[config.mk]
export PLATFORM = sky130hd
export DESIGN_NAME = prefetch_buffer
export DESIGN_NICKNAME = d
export VERILOG_FILES = /design/src/source/bus_pkg.sv /design/src/source/prefetch_pkg.sv /design/src/source/fetch_fifo.sv /design/src/source/prefetch_controller.sv /design/src/source/prefetch_buffer.sv
export VERILOG_INCLUDE_DIRS = /design/src /design/src/source
export SDC_FILE = /design/constraint.sdc
export NUM_CORES = 1
export LEC_CHECK = 0
export BUFFER_PORTS_ARGS = -buffer_cell sky130_fd_sc_hd__buf_4
export CAP_MARGIN = 10
export CORE_UTILIZATION = 55
export DETAILED_ROUTE_END_ITERATION = 10
export GPL_ROUTABILITY_DRIVEN = 0
export PLACE_DENSITY = 0.78
export SLEW_MARGIN = 15
export SYNTH_ARGS = -nofsm -noshare
export SYNTH_HDL_FRONTEND = slang
export SYNTH_SLANG_ARGS = --single-unit
[constraint.sdc]
create_clock -name clk -period 3 [get_ports clk]
set_input_delay 0.3 -clock clk [delete_from_list [all_inputs] [get_ports clk]]
set_output_delay 0.3 -clock clk [all_outputs]
set_load 0.05 [all_outputs]
[src/source/prefetch_macros.svh]
/*
 * Sizing macros for the instruction prefetch buffer
 * Buffer depth, word and address width, bytes per fetched word
 */

`ifndef PREFETCH_MACROS_SVH
`define PREFETCH_MACROS_SVH

// Words outstanding on the bus plus words held in the FIFO
`define PF_DEPTH 4

// Address and instruction word width
`define PF_WORD_W 32

// Bytes per fetched word
// Sets the address increment and the branch target alignment
`define PF_WORD_BYTES 4

`endif

[src/source/bus_pkg.sv]
/*
 * Instruction bus types
 * Byte address and instruction word
 */

`include "prefetch_macros.svh"

package bus_pkg;

  // Byte address on the instruction bus
  // Requests always carry a word-aligned value
  typedef logic [`PF_WORD_W-1:0] addr_t;

  // Instruction word returned with a response
  typedef logic [`PF_WORD_W-1:0] word_t;

endpackage

[src/source/prefetch_pkg.sv]
/*
 * Prefetch control types
 * Request state and occupancy count
 */

`include "prefetch_macros.svh"

package prefetch_pkg;

  // Request state
  // REQ_IDLE covers sequential prefetch and a fresh branch
  // REQ_BRANCH_WAIT replays a branch target the bus has not taken yet
  typedef enum logic {
    REQ_IDLE        = 1'b0,
    REQ_BRANCH_WAIT = 1'b1
  } pf_state_e;

  // Count from 0 to PF_DEPTH inclusive
  // Outstanding requests, pending flushes, FIFO occupancy
  typedef logic [$clog2(`PF_DEPTH):0] pf_cnt_t;

endpackage

[src/source/fetch_fifo.sv]
/*
 * Instruction fetch FIFO
 * Circular buffer with occupancy count and one-cycle flush
 * Response bypass while empty
 */

`timescale 1ns/1ns

`include "prefetch_macros.svh"

module fetch_fifo (
  input  logic                  clk,
  input  logic                  rst_n,
  input  logic                  push_i,
  input  logic                  pop_i,
  input  logic                  flush_i,
  input  bus_pkg::word_t        wdata_i,
  output bus_pkg::word_t        rdata_o,
  output prefetch_pkg::pf_cnt_t cnt_o,
  output logic                  empty_o
);

  // Index into the entry array
  typedef logic [$clog2(`PF_DEPTH)-1:0] ptr_t;

  bus_pkg::word_t mem_q [`PF_DEPTH];

  ptr_t                  rptr_q;
  ptr_t                  wptr_q;
  ptr_t                  rptr_next;
  ptr_t                  wptr_next;
  prefetch_pkg::pf_cnt_t cnt_q;

  ////////////////////////////////////////
  // Read side
  ////////////////////////////////////////

  assign empty_o = (cnt_q == '0);
  assign cnt_o   = cnt_q;

  // Bypass lets a response reach the core in its own cycle
  assign rdata_o = empty_o ? wdata_i : mem_q[rptr_q];

  // Pointer wrap, also correct for a depth that is not a power of two
  assign rptr_next = (rptr_q == ptr_t'(`PF_DEPTH - 1)) ? '0 : rptr_q + 1'b1;
  assign wptr_next = (wptr_q == ptr_t'(`PF_DEPTH - 1)) ? '0 : wptr_q + 1'b1;

  ////////////////////////////////////////
  // Pointers and count
  ////////////////////////////////////////

  always_ff @(posedge clk or negedge rst_n) begin
    if (!rst_n) begin
      rptr_q <= '0;
      wptr_q <= '0;
      cnt_q  <= '0;
    end else if (flush_i) begin
      // Flush wins over a push or pop in the same cycle
      rptr_q <= '0;
      wptr_q <= '0;
      cnt_q  <= '0;
    end else begin
      if (push_i) begin
        wptr_q <= wptr_next;
      end
      if (pop_i) begin
        rptr_q <= rptr_next;
      end
      if (push_i && !pop_i) begin
        cnt_q <= cnt_q + 1'b1;
      end else if (pop_i && !push_i) begin
        cnt_q <= cnt_q - 1'b1;
      end
    end
  end

  // Entry storage
  always_ff @(posedge clk) begin
    if (push_i && !flush_i) begin
      mem_q[wptr_q] <= wdata_i;
    end
  end

endmodule

[src/source/prefetch_controller.sv]
/*
 * Prefetch request controller
 * Sequential and branch address generation with branch replay
 * Outstanding request and response flush counters
 * Fetch valid and FIFO push, pop and flush control
 */

`timescale 1ns/1ns

`include "prefetch_macros.svh"

module prefetch_controller (
  input  logic                  clk,
  input  logic                  rst_n,
  // Fetch side
  input  logic                  req_i,
  input  logic                  branch_i,
  input  bus_pkg::addr_t        branch_addr_i,
  output logic                  busy_o,
  input  logic                  fetch_ready_i,
  output logic                  fetch_valid_o,
  // Bus request and response
  output logic                  trans_valid_o,
  input  logic                  trans_ready_i,
  output bus_pkg::addr_t        trans_addr_o,
  input  logic                  resp_valid_i,
  // FIFO control and status
  output logic                  fifo_push_o,
  output logic                  fifo_pop_o,
  output logic                  fifo_flush_o,
  input  prefetch_pkg::pf_cnt_t fifo_cnt_i,
  input  logic                  fifo_empty_i
);

  prefetch_pkg::pf_state_e state_q;
  prefetch_pkg::pf_state_e next_state;

  // Requests accepted by the bus and not yet answered
  prefetch_pkg::pf_cnt_t cnt_q;
  prefetch_pkg::pf_cnt_t next_cnt;

  // Responses still to be dropped after a branch
  prefetch_pkg::pf_cnt_t flush_cnt_q;
  prefetch_pkg::pf_cnt_t next_flush_cnt;

  // FIFO count with the branch masking applied
  prefetch_pkg::pf_cnt_t fifo_cnt_masked;
  // One bit wider than a count so the sum cannot wrap
  logic [$clog2(`PF_DEPTH)+1:0] occupancy;

  bus_pkg::addr_t trans_addr_q;
  bus_pkg::addr_t word_mask;
  bus_pkg::addr_t aligned_branch_addr;
  bus_pkg::addr_t trans_addr_incr;

  logic trans_accept;
  logic discard;

  ////////////////////////////////////////
  // Status and fetch side
  ////////////////////////////////////////

  // Busy while a request is in flight or on offer
  assign busy_o = (cnt_q != '0) || trans_valid_o;

  // Responses that belong to the old path
  assign discard = branch_i || (flush_cnt_q != '0);

  // Word from the FIFO head or straight from the bus
  assign fetch_valid_o = (!fifo_empty_i || resp_valid_i) && !discard;

  ////////////////////////////////////////
  // Request generation
  ////////////////////////////////////////

  // Clears the byte offset within a word
  assign word_mask           = ~bus_pkg::addr_t'(`PF_WORD_BYTES - 1);
  assign aligned_branch_addr = branch_addr_i & word_mask;
  assign trans_addr_incr     = (trans_addr_q & word_mask) + bus_pkg::addr_t'(`PF_WORD_BYTES);

  // FIFO is flushed on a branch, so its words free up in that cycle
  assign fifo_cnt_masked = branch_i ? '0 : fifo_cnt_i;
  assign occupancy       = fifo_cnt_masked + cnt_q;

  // Issue only while every answer is sure to find room in the FIFO
  assign trans_valid_o = req_i && (occupancy < `PF_DEPTH);
  assign trans_accept  = trans_valid_o && trans_ready_i;

  // Address select and branch replay
  always_comb begin
    next_state   = state_q;
    trans_addr_o = trans_addr_q;
    case (state_q)
      prefetch_pkg::REQ_IDLE: begin
        if (branch_i) begin
          trans_addr_o = aligned_branch_addr;
        end else begin
          trans_addr_o = trans_addr_incr;
        end
        // Target not taken by the bus yet, keep offering it
        if (branch_i && !trans_accept) begin
          next_state = prefetch_pkg::REQ_BRANCH_WAIT;
        end
      end
      prefetch_pkg::REQ_BRANCH_WAIT: begin
        // A newer branch replaces the held target
        trans_addr_o = branch_i ? aligned_branch_addr : trans_addr_q;
        if (trans_accept) begin
          next_state = prefetch_pkg::REQ_IDLE;
        end
      end
      default: begin
        next_state = prefetch_pkg::REQ_IDLE;
      end
    endcase
  end

  ////////////////////////////////////////
  // FIFO control
  ////////////////////////////////////////

  // Buffer a response only if the core cannot take it directly
  assign fifo_push_o  = resp_valid_i && (!fifo_empty_i || !fetch_ready_i) && !discard;
  assign fifo_pop_o   = !fifo_empty_i && fetch_ready_i;
  assign fifo_flush_o = branch_i;

  // Outstanding requests
  always_comb begin
    next_cnt = cnt_q;
    if (trans_accept && !resp_valid_i) begin
      next_cnt = cnt_q + 1'b1;
    end else if (!trans_accept && resp_valid_i) begin
      next_cnt = cnt_q - 1'b1;
    end
  end

  // Responses to drop
  always_comb begin
    next_flush_cnt = flush_cnt_q;
    if (branch_i) begin
      // A response in the branch cycle is already dropped
      next_flush_cnt = cnt_q;
      if (resp_valid_i && (cnt_q != '0)) begin
        next_flush_cnt = cnt_q - 1'b1;
      end
    end else if (resp_valid_i && (flush_cnt_q != '0)) begin
      next_flush_cnt = flush_cnt_q - 1'b1;
    end
  end

  ////////////////////////////////////////
  // Registers
  ////////////////////////////////////////

  always_ff @(posedge clk or negedge rst_n) begin
    if (!rst_n) begin
      state_q      <= prefetch_pkg::REQ_IDLE;
      cnt_q        <= '0;
      flush_cnt_q  <= '0;
      // First sequential request then goes to the next word
      trans_addr_q <= '0;
    end else begin
      state_q     <= next_state;
      cnt_q       <= next_cnt;
      flush_cnt_q <= next_flush_cnt;
      if (branch_i || trans_accept) begin
        trans_addr_q <= trans_addr_o;
      end
    end
  end

endmodule

[src/source/prefetch_buffer.sv]
/*
 * Instruction prefetch buffer top level
 * Request controller and fetch FIFO
 */

`timescale 1ns/1ns

`include "prefetch_macros.svh"

module prefetch_buffer (
  input  logic           clk,
  input  logic           rst_n,
  // Fetch side
  input  logic           req_i,
  input  logic           branch_i,
  input  bus_pkg::addr_t branch_addr_i,
  output logic           busy_o,
  output logic           fetch_valid_o,
  input  logic           fetch_ready_i,
  output bus_pkg::word_t fetch_rdata_o,
  // Bus request
  output logic           trans_valid_o,
  input  logic           trans_ready_i,
  output bus_pkg::addr_t trans_addr_o,
  // Bus response, always accepted
  input  logic           resp_valid_i,
  input  bus_pkg::word_t resp_rdata_i
);

  // Controller to FIFO
  logic                  fifo_push;
  logic                  fifo_pop;
  logic                  fifo_flush;
  // FIFO status back to the controller
  prefetch_pkg::pf_cnt_t fifo_cnt;
  logic                  fifo_empty;

  prefetch_controller prefetch_controller_i (
    .clk           (clk),
    .rst_n         (rst_n),
    .req_i         (req_i),
    .branch_i      (branch_i),
    .branch_addr_i (branch_addr_i),
    .busy_o        (busy_o),
    .fetch_ready_i (fetch_ready_i),
    .fetch_valid_o (fetch_valid_o),
    .trans_valid_o (trans_valid_o),
    .trans_ready_i (trans_ready_i),
    .trans_addr_o  (trans_addr_o),
    .resp_valid_i  (resp_valid_i),
    .fifo_push_o   (fifo_push),
    .fifo_pop_o    (fifo_pop),
    .fifo_flush_o  (fifo_flush),
    .fifo_cnt_i    (fifo_cnt),
    .fifo_empty_i  (fifo_empty)
  );

  // Response words pass through here to the core
  fetch_fifo fetch_fifo_i (
    .clk     (clk),
    .rst_n   (rst_n),
    .push_i  (fifo_push),
    .pop_i   (fifo_pop),
    .flush_i (fifo_flush),
    .wdata_i (resp_rdata_i),
    .rdata_o (fetch_rdata_o),
    .cnt_o   (fifo_cnt),
    .empty_o (fifo_empty)
  );

endmodule

Yosys cells after proc, flatten, opt, wreduce, memory -nomap -nowiden. Memory sizes are Yosys's and may differ from the RTL's. Index checks and enable logic that the tools add are counted.

Register bits after elaboration: 46. Bits in writable memories: 128. Memories: 1.

Memories: fetch_fifo_i.mem_q (words 4, bits a word 32, read ports 1, clocked after Yosys merged registers in 0, wr ports 1, line fetch_fifo.sv:26) `` bus_pkg::word_t mem_q [`PF_DEPTH]; ``.

$add $sub $neg: 9. Order comparisons: 1. Eq/ne operators: 2. Muxes and demuxes: 24. Bitwise logic cells: 1. Reductions and logical operators: 35.

Operators with widths (count): 2-to-1 mux 32 bit (3); one-hot mux 32 bit (2 select lines) (1); adder 32 x 3 -> 32 bit (second input constant) (1); 2-to-1 mux 3 bit (9); logical AND 1 bit (14); 2-to-1 mux 2 bit (6); nonzero test 3 bit (3); subtractor 3 x 1 -> 3 bit (second input constant) (3); zero test 1 bit (8); nonzero test 2 bit (4); adder 3 x 1 -> 3 bit (second input constant) (2); logical OR 1 bit (5); adder 2 x 1 -> 2 bit (second input constant) (2); adder 3 x 3 -> 4 bit (1); equality test 2 bit (second input constant) (2); less-than comparator 4 x 3 -> 1 bit (second input constant) (1); 2-to-1 mux 1 bit (4); zero test 3 bit (1); one-hot mux 1 bit (2 select lines) (1); inverter 1 bit (1).

Longest topological paths before layout.
Depth after elaboration: 10. Mapped depth: 12. Depth with buffers taken out: 9.

By module. A second synthesis with hierarchy kept.

Cell total of the unflattened synthesis: 668. Area total of the unflattened synthesis: 8805.9 um2.

By module, submodules not included: fetch_fifo (times used 1, cells each 251, area each 5481.5 um2, seq. area each 4018.9 um2); prefetch_controller (times used 1, cells each 417, area each 3324.4 um2, seq. area each 975.9 um2).

Least setup slack after synthesis. OpenSTA, ideal clock, no wires.

Path type: in2out. Start: input port branch_i. End: output port busy_o. Arrival time: 3139 ps. Data required time: 2700 ps. Slack: -439 ps. Stages on the path: 9. Buffers on the path: 4. Path through: clkbuf_1 -> clkbuf_1 -> clkbuf_1 -> buf_1 -> nor2_1 -> ha_1 -> nor4b_1 -> and2_1 -> or3_1.

Word-level cells in the longest chain between the ends: 5.

Ends and longest elaborated chain: start: declaration (line prefetch_buffer.sv:15) `input logic branch_i,`; 2-to-1 mux 3 bit (line prefetch_controller.sv:82) `assign fifo_cnt_masked = branch_i ? '0 : fifo_cnt_i;`; adder 3 x 3 -> 4 bit (line prefetch_controller.sv:83) `assign occupancy = fifo_cnt_masked + cnt_q;`; less-than comparator 4 x 3 -> 1 bit (no source line); logical AND 1 bit (line prefetch_controller.sv:86) `` assign trans_valid_o = req_i && (occupancy < `PF_DEPTH); ``; named net trans_valid_o (line prefetch_buffer.sv:22) `output logic trans_valid_o,`; logical OR 1 bit (line prefetch_controller.sv:64) `assign busy_o = (cnt_q != '0) || trans_valid_o;`; end: declaration (line prefetch_buffer.sv:17) `output logic busy_o,`.

The timed path passes the listed nets, and every way through them passes these cells.

Worst setup path in the final report.
Start: register prefetch_controller_i.trans_addr_q[4]. End: output port trans_addr_o[7].

Word-level cells in the longest chain between the ends: 3.

Ends and longest elaborated chain: start: declaration (line prefetch_controller.sv:51) `bus_pkg::addr_t trans_addr_q;`; start signal: assignment (line prefetch_controller.sv:167) `trans_addr_q <= trans_addr_o;`; adder 32 x 3 -> 32 bit (line prefetch_controller.sv:79) `` assign trans_addr_incr = (trans_addr_q & word_mask) + bus_pkg::addr_t'(`PF_WORD_BYTES); ``; 2-to-1 mux 32 bit (line prefetch_controller.sv:95) `if (branch_i) begin`; one-hot mux 32 bit (2 select lines) (line prefetch_controller.sv:93) `case (state_q)`; end: declaration (line prefetch_buffer.sv:24) `output bus_pkg::addr_t trans_addr_o,`.

No other way between the ends.

==> metrics.md <==
| Metric | Value |
|---|---|
| Final total power | `0.00866 W` |
| Largest net degree at the start of global routing | `47` |
| Register area | `0.00500 mm²` |
| Vias per cell | `6.16` |
| Clock skew | `0.00721 ns` |
| Endpoints failing setup | `0` |
| TNS Setup | `0 ns` |
| Antenna viol nets, final | `0` |
| CTS H-tree depth | `4` |
| # IOs | `138` |
| Iteration-0 DRC Markers | `454` |
| Clock latency at the later pin of the worst-skew pair | `0.42 ns` |
| Root Driver | `clkbuf_16` |
| Fmax | `0.347 GHz` |
| CP startpoint kind | `flop` |
| Final Util | `68.7%` |
| Horiz. Die Dim | `127 µm` |
| Worst-Margin Slew | `0.639 ns` |
| Fraction of layout cells with a size suffix above 1 | `36.1%` |
| Syn avg cell area | `13.8 µm²` |
| Yosys warnings | `0` |
| Number of buffers created by CTS | `17` |
| CP max stage delay | `0.54 ns` |
| EDFF count, synth | `128` |
| Worst Setup Path Type | `flop to primary output` |
| First-pass GRT wire length | `29.8 mm` |
| Die height | `127 µm` |
| Initial antenna violation count | `0` |
| Period utilization | `96.2%` |
| CP Buf/Inv Count | `1` |
| Critical R2R Launch | `fetch_fifo_i.cnt_o[2]$_DFFE_PN0P_` |
| RSZ-0062 raised after global routing | `no` |
| Multi-input logic area | `roughly 0.0034 mm²` |
| Row Count | `45` |
| Fillcell total | `~1,000` |
| Grt total ovfl | `0` |
| Syn_nets | `705` |
| Dominant synthesized flop cell | `edfxtp_1` |
| Diode count | `0` |
| Max FO, Critical Path | `10` |
| Fin crit period | `roughly 2.9 ns` |
| Yosys reg bits | `174` |
| WP data arrival | `about 2.6 ns` |
| Cell variety after synth | `59` |
| Wire length per cell | `19.6 µm` |
| Maximum clock path buffer count | `2` |
| CTS Sinks | `174` |
| Initial core utilization | `56.5%` |
| Post-route DRC | `0` |
| Pwr Density | `829 mW/mm²` |
| Cell family with most CP delay | `simple AND/OR/NAND/NOR gates` |
| Hpwl dp | `12.4 mm` |
| Die area | `0.0161 mm²` |
| Netlist Area Pre-Place | `0.00858 mm²` |
| Number of max-cap violations | `0` |
| Post-synth ARST share | `between 20% and 30%` |
| Syn-to-layout area delta | `21.7%` |
| CTS tree | `done` |
| Endpoint type of the worst setup path | `primary output` |
| GRT Util Overall | `24.2%` |
| Status | `finished clean` |
| CP Launch Point | `prefetch_controller_i.trans_addr_q[4]$_DFFE_PN0P_` |
| Maximum VDD drop | `0.559 mV` |
| Drt pass-1 iters | `5` |
| Hold Path Origin | `resp_rdata_i[13]` |
| Worst-path cell chain | `nand4_1, nor3_1, a221oi_1, a31oi_1, buf_4` |
| Port bufs | `between 100 and 150` |
| Static Leak | `3.99 nW` |
| Critical path data required time | `2.70 ns` |
| Fin. Hold Viols | `0` |
| Post-CTS Setup Repair Bufs | `0` |
| Max_slew headroom | `57.4%` |
| Worst min-delay path category | `primary input to flop` |
| Vias in the first global route | `5,817` |
| Core box area | `0.0152 mm²` |
| Nets | `843` |
| Post-Syn Instances | `620` |
| Slowest cell on crit path | `nor3_1` |
| Slew Viols, Final | `0` |
| Total Wirelength | `about 19 mm` |
| Clock-pin slew on the worst setup and hold paths | `0.07 ns` |
| Vias | `5,908` |
| Sequential fraction of the synthesis area | `58.2%` |
## kinds of logic (layout without fill, tap and decap cells)
group | count (synthesis) | in the layout | synth area share [%]
and+or+nand+nor | 175 | 175 | 11.4
DFF | 174 | 174 | 58.2
muxes | 113 | 113 | 18.4
AOI/OAI and AO/OA | 77 | 77 | 6.19
buffers and inverters | 56 | 207 | 2.54
adders and majority gates | 14 | 14 | 2.13
xor gates and xnor gates | 11 | 11 | 1.12
## cell usage in the layout (no fill, tap or decap), types with 6 or more instances in the layout
master       n
edfxtp_1   128
clkbuf_16   17
dfrtp_1     42
inv_1       16
a211oi_1     9
and2_1       7
or3_1        6
o21bai_1     8
nand2b_1     6
nand2_1     20
nand3_1     16
o21ai_0     12
mux2i_1     43
ha_1        13
xnor2_1      7
and3_1       7
nor3_1      16
nor4_1      10
mux2_2      38
a21oi_1     16
or2_2        6
buf_4      156
nand4_1     15
mux4_2      32
nor2_1      36
## sequential cells by signal, summed over array words and instances (netlist names)
name and flops:
prefetch_controller_i.cnt_q 3, fetch_fifo_i.mem_q 128, fetch_fifo_i.wptr_q 2, prefetch_controller_i.trans_addr_q 32
fetch_fifo_i.cnt_o 3, fetch_fifo_i.rptr_q 2, prefetch_controller_i.flush_cnt_q 3, prefetch_controller_i.state_q 1
## repair_timing
action | in CTS | in global routing
gates resized for setup | 0 | 7
hold buffers | 1 | 0
endpoints found under the setup margin | 0 | 2
hold endpoints to repair | 46 | 0
## per-stage QoR
stage | hold WS (ns) | area (µm²) | cells | setup WS [ns]
floorplan | 0.00441 | 8600 | 620 | 0.0479
global placement | 0.357 | 9870 | 926 | 0.458
detailed placement | 0.363 | 9870 | 926 | 0.434
CTS | 0.0690 | 10400 | 959 | 0.0128
global route | 0.0758 | 10400 | 959 | 0.000690
finish | 0.0880 | 10400 | 959 | 0.114
## cell usage after synthesis, types with 2 or more instances
cell | instances | area (µm²)
a311oi_1 | 3 | 26.3
and4_1 | 3 | 26.3
mux2i_1 | 43 | 430
mux4_2 | 32 | 721
edfxtp_1 | 128 | 3840
nand2_1 | 20 | 75.1
nor3b_1 | 2 | 15.0
nand2b_1 | 6 | 37.5
or2_2 | 7 | 43.8
clkbuf_1 | 23 | 86.3
a41oi_1 | 2 | 17.5
a311o_1 | 2 | 20.0
nor4_1 | 10 | 62.6
a21oi_1 | 16 | 80.1
buf_2 | 5 | 25.0
o211a_1 | 2 | 20.0
or4_1 | 5 | 37.5
and3_1 | 7 | 43.8
o31ai_1 | 4 | 30.0
buf_1 | 10 | 37.5
o21ai_0 | 12 | 60.1
nand4_1 | 15 | 93.8
mux2_2 | 38 | 428
inv_1 | 16 | 60.1
or3_1 | 6 | 37.5
a31oi_1 | 5 | 31.3
ha_1 | 13 | 163
and2_1 | 8 | 50.1
o21bai_1 | 8 | 60.1
xnor2_1 | 7 | 61.3
nor3_1 | 18 | 90.1
nor2b_1 | 2 | 12.5
a21boi_0 | 2 | 15.0
nor2_1 | 36 | 135
xor2_1 | 4 | 35.0
a221oi_1 | 4 | 35.0
nand4b_1 | 5 | 43.8
nand3_1 | 16 | 80.1
dfrtp_1 | 46 | 1150
nor4bb_1 | 2 | 20.0
a211oi_1 | 9 | 67.6
## final cells by class
type	instances	area share (%)
Timing Repair Buffer	158	11.5
Tap cell	188	2.25
Inverter	17	0.611
Sequential cell	174	47.9
Clock inverter	14	1.13
Multi-Input combinational cell	390	32.5
Clock buffer	18	4.11
## worst reg2reg max path, delay by kind of cell (launching register included)
family                     cells  cell delay [ns]
adders and majority gates      1             0.24
buffers and inverters          2             0.43
DFF                            1             0.50
muxes                          1             0.31
and+or+nand+nor                4             0.87
## layer usage
layer  track usage (%)  vias to the layer above  part of all wire, %
li1                  -                     2709                    -
met2              40.4                      213                   50
met3              5.31                       26                  5.6
met4              7.84                        0                  1.6
met5                 0                        -                    0
met1              31.8                     2960                   43
## report_power, final
part | total (W) | leakage, nW | internal, W | switching [W]
Combinational | 0.00363 | 2.03 | 0.00145 | 0.00218
Clock | 0.00206 | 0.265 | 0.00114 | 0.000918
Sequential | 0.00298 | 1.70 | 0.00275 | 0.000228
Total | 0.00866 | 3.99 | 0.00533 | 0.00333
## worst paths after layout
check	endpoint	slack, ns	cells after the start
worst min register to register	prefetch_controller_i.trans_addr_q[0]$_DFFE_PN0P_	0.55	1
worst max register to register	prefetch_controller_i.trans_addr_q[2]$_DFFE_PN0P_	0.55	8
worst min-delay path	fetch_fifo_i.mem_q[1][13]$_DFFE_PP_	0.09	1
min in group asynchronous	prefetch_controller_i.trans_addr_q[22]$_DFFE_PN0P_	0.43	2
worst max-delay path	trans_addr_o[7]	0.11	5
max in group asynchronous	fetch_fifo_i.rptr_q[0]$_DFFE_PN0P_	2.08	2
Note: power is estimated with default switching activity, not from simulation.
